### src/design/sd_cmd_pkg.sv
package sd_cmd_pkg;

    // command and response lengths on the CMD line
    localparam int CMD_FRAME_BITS  = 48;
    localparam int SHORT_RESP_BITS = 48;
    localparam int LONG_RESP_BITS  = 136;

    // response start bit must show up within this many cycles
    localparam int NCR_MAX = 64;

    // x^7 + x^3 + 1
    localparam logic [6:0] CRC7_POLY = 7'h09;

    typedef enum logic [1:0] {
        RESP_NONE,
        RESP_SHORT,
        RESP_SHORT_NOCRC,
        RESP_LONG
    } resp_kind_e;

    typedef enum logic [2:0] {
        IDLE,
        SEND,
        WAIT_START,
        RECEIVE,
        DONE
    } serial_state_e;

    typedef struct packed {
        logic [5:0]  cmd_index;
        logic [31:0] argument;
        resp_kind_e  resp_kind;
    } cmd_req_t;

    // body is start, transmission, index, argument
    typedef struct packed {
        logic [39:0] body;
        resp_kind_e  resp_kind;
    } cmd_frame_t;

    // bits are left aligned, first received bit at 135
    typedef struct packed {
        logic [135:0] bits;
        logic         crc_ok;
        logic         end_ok;
        logic         timed_out;
    } resp_raw_t;

    typedef logic [119:0] resp_data_t;

    typedef struct packed {
        logic complete;
        logic timeout;
        logic crc_err;
        logic index_err;
        logic end_err;
    } cmd_status_t;

endpackage
### src/design/sd_cmd_controller.sv
`timescale 1ns/10ps

module sd_cmd_controller
    import sd_cmd_pkg::*;
(
    input  logic        sd_clk_i,
    input  logic        arst_n_i,
    input  logic        req_i,
    input  cmd_req_t    req_data_i,
    output logic        ack_o,
    output resp_data_t  resp_o,
    output cmd_status_t status_o,
    input  cmd_status_t int_enable_i,
    output logic        irq_o,
    input  logic        sd_cmd_i,
    output logic        sd_cmd_o,
    output logic        sd_cmd_oe_o
);

    logic       frame_valid;
    cmd_frame_t frame;
    logic       raw_valid;
    resp_raw_t  raw;
    logic       accept_ready;

    sd_cmd_decode sd_cmd_decode0 (
        .sd_clk_i       (sd_clk_i),
        .arst_n_i       (arst_n_i),
        .req_i          (req_i),
        .req_data_i     (req_data_i),
        .accept_ready_i (accept_ready),
        .frame_valid_o  (frame_valid),
        .frame_o        (frame)
    );

    sd_cmd_serial sd_cmd_serial0 (
        .sd_clk_i      (sd_clk_i),
        .arst_n_i      (arst_n_i),
        .frame_valid_i (frame_valid),
        .frame_i       (frame),
        .sd_cmd_i      (sd_cmd_i),
        .sd_cmd_o      (sd_cmd_o),
        .sd_cmd_oe_o   (sd_cmd_oe_o),
        .raw_valid_o   (raw_valid),
        .raw_o         (raw)
    );

    // index field of the frame body
    sd_cmd_result sd_cmd_result0 (
        .sd_clk_i       (sd_clk_i),
        .arst_n_i       (arst_n_i),
        .req_i          (req_i),
        .frame_valid_i  (frame_valid),
        .sent_index_i   (frame.body[37:32]),
        .sent_kind_i    (frame.resp_kind),
        .raw_valid_i    (raw_valid),
        .raw_i          (raw),
        .int_enable_i   (int_enable_i),
        .accept_ready_o (accept_ready),
        .ack_o          (ack_o),
        .resp_o         (resp_o),
        .status_o       (status_o),
        .irq_o          (irq_o)
    );

endmodule

### src/design/sd_cmd_result.sv
`timescale 1ns/10ps

module sd_cmd_result
    import sd_cmd_pkg::*;
(
    input  logic        sd_clk_i,
    input  logic        arst_n_i,
    input  logic        req_i,
    input  logic        frame_valid_i,
    input  logic [5:0]  sent_index_i,
    input  resp_kind_e  sent_kind_i,
    input  logic        raw_valid_i,
    input  resp_raw_t   raw_i,
    input  cmd_status_t int_enable_i,
    output logic        accept_ready_o,
    output logic        ack_o,
    output resp_data_t  resp_o,
    output cmd_status_t status_o,
    output logic        irq_o
);

    logic        in_flight_q;
    cmd_status_t status_d;
    resp_data_t  resp_d;

    always_comb begin
        status_d          = '0;
        status_d.complete = !raw_i.timed_out;
        status_d.timeout  = raw_i.timed_out;
        if (!raw_i.timed_out) begin
            status_d.crc_err   = ((sent_kind_i == RESP_SHORT) || (sent_kind_i == RESP_LONG)) &&
                                 !raw_i.crc_ok;
            status_d.end_err   = (sent_kind_i != RESP_NONE) && !raw_i.end_ok;
            // echoed index sits right after start and transmission bits
            status_d.index_err = (sent_kind_i == RESP_SHORT) &&
                                 (raw_i.bits[133:128] != sent_index_i);
        end
    end

    always_comb begin
        resp_d = '0;
        if (!raw_i.timed_out) begin
            case (sent_kind_i)
                RESP_LONG:                    resp_d = raw_i.bits[127:8];
                RESP_SHORT, RESP_SHORT_NOCRC: resp_d[31:0] = raw_i.bits[127:96];
                default:                      resp_d = '0;
            endcase
        end
    end

    always_ff @(posedge sd_clk_i or negedge arst_n_i) begin
        if (!arst_n_i) begin
            in_flight_q <= 1'b0;
            ack_o       <= 1'b0;
            status_o    <= '0;
        end else begin
            if (frame_valid_i) begin
                in_flight_q <= 1'b1;
                status_o    <= '0;
            end
            if (raw_valid_i) begin
                ack_o    <= 1'b1;
                status_o <= status_d;
            end else if (ack_o && !req_i) begin
                // host dropped req, close the handshake
                ack_o       <= 1'b0;
                in_flight_q <= 1'b0;
            end
        end
    end

    always_ff @(posedge sd_clk_i) begin
        if (raw_valid_i) begin
            resp_o <= resp_d;
        end
    end

    assign accept_ready_o = !in_flight_q && !ack_o;
    assign irq_o          = |(status_o & int_enable_i);

endmodule

### src/design/sd_cmd_serial.sv
`timescale 1ns/10ps

module sd_cmd_serial
    import sd_cmd_pkg::*;
(
    input  logic       sd_clk_i,
    input  logic       arst_n_i,
    input  logic       frame_valid_i,
    input  cmd_frame_t frame_i,
    input  logic       sd_cmd_i,
    output logic       sd_cmd_o,
    output logic       sd_cmd_oe_o,
    output logic       raw_valid_o,
    output resp_raw_t  raw_o
);

    serial_state_e state_q;
    resp_kind_e    kind_q;
    logic [7:0]    bit_cnt_q;
    logic          timed_out_q;
    logic [6:0]    crc_q;
    logic [135:0]  shift_q;
    logic          tx_bit;
    logic [7:0]    rx_last;
    logic          rx_in_crc;

    function automatic logic [6:0] crc7_step(input logic [6:0] crc, input logic din);
        logic fb;
        fb = crc[6] ^ din;
        return {crc[5:0], 1'b0} ^ (fb ? CRC7_POLY : 7'd0);
    endfunction

    // body bits, then crc MSB first, then end bit
    always_comb begin
        if (bit_cnt_q < 8'(CMD_FRAME_BITS - 8)) begin
            tx_bit = shift_q[135];
        end else if (bit_cnt_q < 8'(CMD_FRAME_BITS - 1)) begin
            tx_bit = crc_q[6];
        end else begin
            tx_bit = 1'b1;
        end
    end

    assign rx_last = (kind_q == RESP_LONG) ? 8'(LONG_RESP_BITS - 1) : 8'(SHORT_RESP_BITS - 1);

    // long response skips the 8 header bits
    always_comb begin
        if (kind_q == RESP_LONG) begin
            rx_in_crc = (bit_cnt_q >= 8'd8) && (bit_cnt_q < 8'(LONG_RESP_BITS - 8));
        end else begin
            rx_in_crc = bit_cnt_q < 8'(SHORT_RESP_BITS - 8);
        end
    end

    assign sd_cmd_oe_o = (state_q == SEND);
    assign sd_cmd_o    = (state_q == SEND) ? tx_bit : 1'b1;
    assign raw_valid_o = (state_q == DONE);

    always_comb begin
        if (kind_q == RESP_LONG) begin
            raw_o.bits = shift_q;
        end else begin
            raw_o.bits = {shift_q[SHORT_RESP_BITS-1:0],
                          {(LONG_RESP_BITS - SHORT_RESP_BITS){1'b0}}};
        end
        raw_o.crc_ok    = (crc_q == shift_q[7:1]);
        raw_o.end_ok    = shift_q[0];
        raw_o.timed_out = timed_out_q;
    end

    always_ff @(posedge sd_clk_i or negedge arst_n_i) begin
        if (!arst_n_i) begin
            state_q     <= IDLE;
            kind_q      <= RESP_NONE;
            bit_cnt_q   <= '0;
            timed_out_q <= 1'b0;
        end else begin
            case (state_q)
                IDLE: begin
                    if (frame_valid_i) begin
                        state_q     <= SEND;
                        kind_q      <= frame_i.resp_kind;
                        bit_cnt_q   <= '0;
                        timed_out_q <= 1'b0;
                    end
                end
                SEND: begin
                    bit_cnt_q <= bit_cnt_q + 8'd1;
                    if (bit_cnt_q == 8'(CMD_FRAME_BITS - 1)) begin
                        bit_cnt_q <= '0;
                        if (kind_q == RESP_NONE) begin
                            state_q <= DONE;
                        end else begin
                            state_q <= WAIT_START;
                        end
                    end
                end
                WAIT_START: begin
                    // counter doubles as the Ncr wait count here
                    bit_cnt_q <= bit_cnt_q + 8'd1;
                    if (!sd_cmd_i) begin
                        bit_cnt_q <= 8'd1;
                        state_q   <= RECEIVE;
                    end else if (bit_cnt_q == 8'(NCR_MAX - 1)) begin
                        timed_out_q <= 1'b1;
                        state_q     <= DONE;
                    end
                end
                RECEIVE: begin
                    bit_cnt_q <= bit_cnt_q + 8'd1;
                    if (bit_cnt_q == rx_last) begin
                        state_q <= DONE;
                    end
                end
                DONE: begin
                    state_q <= IDLE;
                end
                default: begin
                    state_q <= IDLE;
                end
            endcase
        end
    end

    // one shift register and one crc register for both directions
    always_ff @(posedge sd_clk_i) begin
        case (state_q)
            IDLE: begin
                if (frame_valid_i) begin
                    shift_q <= {frame_i.body, {(LONG_RESP_BITS - CMD_FRAME_BITS + 8){1'b0}}};
                    crc_q   <= '0;
                end
            end
            SEND: begin
                if (bit_cnt_q < 8'(CMD_FRAME_BITS - 8)) begin
                    crc_q   <= crc7_step(crc_q, shift_q[135]);
                    shift_q <= shift_q << 1;
                end else begin
                    crc_q <= {crc_q[5:0], 1'b0};
                end
            end
            WAIT_START: begin
                // start bit of 0 leaves the crc at zero
                crc_q <= '0;
                if (!sd_cmd_i) begin
                    shift_q <= {shift_q[134:0], 1'b0};
                end
            end
            RECEIVE: begin
                shift_q <= {shift_q[134:0], sd_cmd_i};
                if (rx_in_crc) begin
                    crc_q <= crc7_step(crc_q, sd_cmd_i);
                end
            end
            default: begin
            end
        endcase
    end

endmodule

### src/design/sd_cmd_decode.sv
`timescale 1ns/10ps

module sd_cmd_decode
    import sd_cmd_pkg::*;
(
    input  logic       sd_clk_i,
    input  logic       arst_n_i,
    input  logic       req_i,
    input  cmd_req_t   req_data_i,
    input  logic       accept_ready_i,
    output logic       frame_valid_o,
    output cmd_frame_t frame_o
);

    logic req_q;
    logic req_rise;
    logic accept;

    assign req_rise = req_i && !req_q;

    // a new request only counts while nothing is in flight
    assign accept = req_rise && accept_ready_i;

    always_ff @(posedge sd_clk_i or negedge arst_n_i) begin
        if (!arst_n_i) begin
            req_q         <= 1'b0;
            frame_valid_o <= 1'b0;
        end else begin
            req_q         <= req_i;
            frame_valid_o <= accept;
        end
    end

    // start bit 0, transmission bit 1
    always_ff @(posedge sd_clk_i) begin
        if (accept) begin
            frame_o.body      <= {1'b0, 1'b1, req_data_i.cmd_index, req_data_i.argument};
            frame_o.resp_kind <= req_data_i.resp_kind;
        end
    end

endmodule

### config.mk
export PLATFORM = sky130hd
export DESIGN_NAME = sd_cmd_controller
export DESIGN_NICKNAME = d
export VERILOG_FILES = /design/src/design/sd_cmd_pkg.sv /design/src/design/sd_cmd_controller.sv /design/src/design/sd_cmd_result.sv /design/src/design/sd_cmd_serial.sv /design/src/design/sd_cmd_decode.sv
export SDC_FILE = /design/constraint.sdc
export NUM_CORES = 1
export LEC_CHECK = 0
export BUFFER_PORTS_ARGS = -buffer_cell sky130_fd_sc_hd__buf_4
export CAP_MARGIN = 30
export CELL_PAD_IN_SITES_DETAIL_PLACEMENT = 1
export CELL_PAD_IN_SITES_GLOBAL_PLACEMENT = 1
export CORE_MARGIN = 2
export CORE_UTILIZATION = 48
export CTS_CLUSTER_DIAMETER = 200
export DETAILED_ROUTE_END_ITERATION = 6
export PLACE_DENSITY = 0.76
export SLEW_MARGIN = 20
export SYNTH_ARGS = -nofsm -noshare
export SYNTH_HDL_FRONTEND = slang
export SYNTH_HIERARCHICAL = 1
export SYNTH_SLANG_ARGS = --single-unit
### constraint.sdc
create_clock -name sd_clk_i -period 14.1 [get_ports sd_clk_i]
set_input_delay 2.115 -clock sd_clk_i [delete_from_list [all_inputs] [get_ports sd_clk_i]]
set_output_delay 2.115 -clock sd_clk_i [all_outputs]
set_load 0.02 [all_outputs]
-- Word-level counts from Yosys, hierarchy flattened
Cells that the tools add are included.
- register bits: 326
- output and inout bits: 129
- logic and storage cells: 127
- add/subtract/negate cells: 1
- $lt $le $gt $ge: 4
- equal/unequal tests: 22
- muxes and demuxes: 40
- bitwise operators: 7
- reduce and logical (&&, ||, !) cells: 33
- operator list (cell ; number):
    136-bit case mux with 4 select lines ; 1
    136-bit two-way mux ; 3
    134-bit two-way mux ; 1
    32-bit case mux with 2 select lines ; 1
    8-bit two-way mux ; 4
    8-bit case mux with 4 select lines ; 1
    7-bit case mux with 4 select lines ; 1
    3-bit two-way mux ; 7
    7-bit two-way mux ; 3
    8-bit by 6-bit == test with 1-bit output (second input constant) ; 2
    8-bit by 6-bit < comparator with 1-bit output (second input constant) ; 2
    7-bit XOR ; 2
    1-bit two-way mux ; 12
    3-bit case mux with 4 select lines ; 1
    4-bit AND reduction ; 3
    5-bit two-way mux ; 2
    2-bit by 1-bit != test with 1-bit output (second input constant) ; 5
    8-bit by 1-bit adder with 8-bit output (second input constant) ; 1
    8-bit == test ; 1
    8-bit by 4-bit greater-or-equal comparator with 1-bit output (second input constant) ; 1
    1-bit logical AND ; 8
    8-bit < comparator (second input constant) ; 1
    4-bit two-way mux ; 2
    2-bit nonzero test ; 4
    other kinds (23) ; 38

-- Longest topological paths before layout
- word-level depth: 6
- gate-level depth with buffers: 8
- mapped depth without buffers: 5

-- Cells and area by module
The synthesis kept the hierarchy.
- modules (own cells, without submodules) (module ; instances ; cells each ; area each (um^2) ; sequential area each (um^2)):
    sd_cmd_serial ; 1 ; 585 ; 7758.7 ; 4644.5
    sd_cmd_result ; 1 ; 337 ; 5078.6 ; 3778.6
    sd_cmd_decode ; 1 ; 47 ; 1282.5 ; 1251.2

-- Least setup slack after synthesis
OpenSTA, ideal clock, no wires.
- path kind: input to register
- start point: in sd_cmd_i
- end point: reg sd_cmd_serial0.shift_q[0], enable pin
- library setup time: 0.832 ns
- arrival: 12.239 ns
- path slack: 1.028 ns
- cell stages on the path: 2
- path through: and3b_1 a211oi_1
- longest elaborated chain between the ends: 2
- RTL lines (element ; line ; source):
    from (decl) ; sd_cmd_controller.sv:15 ; input logic sd_cmd_i,
    2-bit != test (no source line) ; - ;
    4-bit AND reduction (no source line) ; - ;
    to (signal assigned) ; sd_cmd_serial.sv:130 ; shift_q <= {frame_i.body, {(LONG_RESP_BITS - CMD_FRAME_BITS + 8){1'b0}}};
    to (signal assigned) ; sd_cmd_serial.sv:137 ; shift_q <= shift_q << 1;
    to (signal assigned) ; sd_cmd_serial.sv:146 ; shift_q <= {shift_q[134:0], 1'b0};
    to (decl) ; sd_cmd_serial.sv:22 ; logic [135:0] shift_q;
No other way between the ends.
A chain may end at the register's enable or synchronous reset.

-- Worst setup path in the final report
- start point: in int_enable_i[0] (netlist bit)
- end point: out irq_o
- longest elaborated chain between the ends: 2
- RTL lines (element ; line ; source):
    from (decl) ; sd_cmd_controller.sv:13 ; input cmd_status_t int_enable_i,
    5-bit AND ; sd_cmd_result.sv:79 ; assign irq_o = |(status_o & int_enable_i);
    5-bit OR reduction ; sd_cmd_result.sv:79 ;
    to (decl) ; sd_cmd_controller.sv:14 ; output logic irq_o,
No other way between the ends.

==> out/qor.json <==
{
  "power": {
    "p_per_area_mw_per_mm2": 196,
    "post-layout-total-power_mw": 3.30,
    "vdd_drop_max_v": 0.0000980,
    "power.static_leakage_nw": 6.80
  },
  "detailed_routing": {
    "route.antenna.remaining_nets": 0,
    "post-route-drc-count": 0,
    "dr_total_vias": 8274,
    "drt_iter0_markers": 531,
    "detailedRoute.firstPassIterationCount": 4,
    "postRouteWirelength_um": 31700,
    "wire_per_inst_um": 20.6,
    "avgViaCountPerCell": 5.39
  },
  "worst_setup_path": {
    "crit_chain": "buf_4 > a222oi_1 > nand2_1 > buf_4",
    "critPathCaptureType": "primary output",
    "path_common_cell": "sky130_fd_sc_hd__buf_4",
    "crit_path_top_delay_cell": "sky130_fd_sc_hd__a222oi_1",
    "path_delay_family": "compound AO/OA/AOI/OAI gates",
    "ff2ff_setup_slack_ns": 10.58,
    "arrival_ns": 2.79,
    "critical_path_class": "input pin to primary output",
    "max_stage_delay_ns": 0.31,
    "path_buf_inv": 2,
    "setup.worst_path.start_class": "input pin",
    "worst-path-max-fanout": 1,
    "worst-endpoint-required_ns": 11.98
  },
  "sta": {
    "fin_worst_skew_ns": 0.0125,
    "setup_total_negative_slack_ns": 0,
    "finalHoldWorstSlack_ns": 0.541,
    "setup_viol": 0,
    "slew_headroom_pct": 45.6,
    "timing.final.crit_share_pct": 34.8,
    "maxClockFrequency_mhz": 204,
    "fin_ws_ns": 9.20,
    "maxSlewViolCount": 0,
    "rsz0062_at_grt": "false",
    "max_slew.worst_pin.slew_ns": 0.816,
    "min_period_ns": 4.90,
    "hold_violations": 0
  },
  "synthesis": {
    "yosysWarnings": 6,
    "post_synth_inst_count": 959,
    "synth_area_mm2": 0.0140,
    "syn_area_per_cell_um2": 14.6,
    "synth.net_count": 1013
  },
  "clock_tree": {
    "cts_made_buffers": 36,
    "cts.path.max_buffers": 3,
    "post_cts.resized_instances": 0,
    "cts_max_level": 2,
    "clockRootBuffer": "sky130_fd_sc_hd__clkbuf_16",
    "holdBufCountCts": 0,
    "clkTransAtPathRegs_ns": 0.06,
    "postCtsSetupRepairBufs": 0,
    "clock_latency_ns": 0.51,
    "numClockSinks": 326,
    "cts_tree": "yes"
  },
  "die": {
    "floorplan.rows": 62,
    "floorplan_die_area_mm2": 0.0306,
    "initial_core_util_pct": 48.8,
    "die_w_um": 175,
    "dieHeight_um": 175,
    "floorplan.io_pins": 178,
    "placeable_area_mm2": 0.0288
  },
  "global_route": {
    "grt.overflow.total": 0,
    "grt_max_degree": 84,
    "grt_first_pass_wirelength_um": 49300,
    "first_global_vias": 8568,
    "grt_antenna_before_repair": 1,
    "grt.total_usage_pct": 20.7
  },
  "placement": {
    "detailed_place_hpwl_um": 19500,
    "placement.cell_area_mm2": 0.0157,
    "portBuffers": 177,
    "placement.setup.worst_slack_ns": 9.21,
    "placed_cells_incl_taps": 1468,
    "gpl.final_weighted_congestion": 0.822
  },
  "outcome": {
    "status": "complete, no violations"
  },
  "cells_and_area": {
    "final_cell_count_no_fill": 1535,
    "finish.utilization_pct": 58.7,
    "net_count_final": 1177,
    "multi_input_area_mm2": 0.00403,
    "stdcell_area_mm2": 0.0169,
    "register_area_mm2": 0.00968,
    "layout_stage_area_growth_over_the_synthesis_result_pct": 20.3,
    "final_layout_size_suffix_gt1_share_pct": 30.2,
    "filler_cell_count": 2776
  },
  "hold_path": {
    "min_path_type": "flip-flop to flip-flop"
  },
  "run": {
    "max_cap_viol_count": 0
  }
}
metal layers:
layer  wire [um]  vias up  global-route usage (%)
met5           0        -                       0
met4         802        0                    6.28
met3        1190       52                    2.55
met2       15900      206                    35.5
met1       13700     4190                    27.6
li1            -     3826                       -
flip-flops by register name (all words and copies together), names as in the netlist, 2 cells and up:
name and flops:
sd_cmd_result0/status_o 5, sd_cmd_serial0/shift_q 136, sd_cmd_result0/resp_o 120, sd_cmd_serial0/state_q 3
sd_cmd_serial0/crc_q 7, sd_cmd_decode0/frame_o 40, sd_cmd_serial0/bit_cnt_q 8, sd_cmd_serial0/kind_q 2
report_power, final:
part | internal [mW] | total (mW) | leakage (nW) | switching [mW]
Sequential | 1.43 | 1.57 | 3.29 | 0.140
Clock | 0.567 | 0.935 | 0.590 | 0.368
Combinational | 0.316 | 0.803 | 2.92 | 0.487
Total | 2.31 | 3.30 | 6.80 | 0.996
layout make-up:
cell class                 instances  area share, %
clock inverter                    20           1.04
antenna                            1         0.0148
tap                              384           2.84
sequential                       326           57.3
timing repair buffer             193           8.80
multi-input combinational        559           23.8
inverter                           7          0.156
clock buffer                      45           6.03
final timing paths:
| path | start | to | cells past startpoint |
|---|---|---|---|
| min in group asynchronous | arst_n_i | sd_cmd_serial0/bit_cnt_q[4] | 1 |
| setup reg to reg | sd_cmd_serial0/bit_cnt_q[4] | sd_cmd_serial0/shift_q[107] | 5 |
| hold reg to reg | sd_cmd_decode0/frame_o[3] | sd_cmd_serial0/shift_q[97] | 1 |
| hold / removal | sd_cmd_decode0/frame_o[3] | sd_cmd_serial0/shift_q[97] | 1 |
| max in group asynchronous | arst_n_i | sd_cmd_serial0/kind_q[1] | 1 |
| setup / recovery | int_enable_i[0] | irq_o | 4 |
cell usage in the layout (no fill, tap or decap), drive strengths merged, types with 2 or more instances in the layout:
cell      n
inv       7
bufinv    3
o41ai     3
clkinv   17
nor4b     3
conb      2
nor2b     8
nand3     2
xor2     12
buf     193
a21oi     5
a21o      2
a22oi    34
dfrtp    23
nand2    16
nor3      3
and3     86
nand4     2
and2    191
edfxtp  303
ha        5
nor4      2
xnor2     5
clkbuf   45
o32ai     2
mux2     88
o21ai    11
or2       2
a22o      7
nor3b     3
nor2     47
and3b     3
No activity file was read; power rests on OpenSTA's default activity.
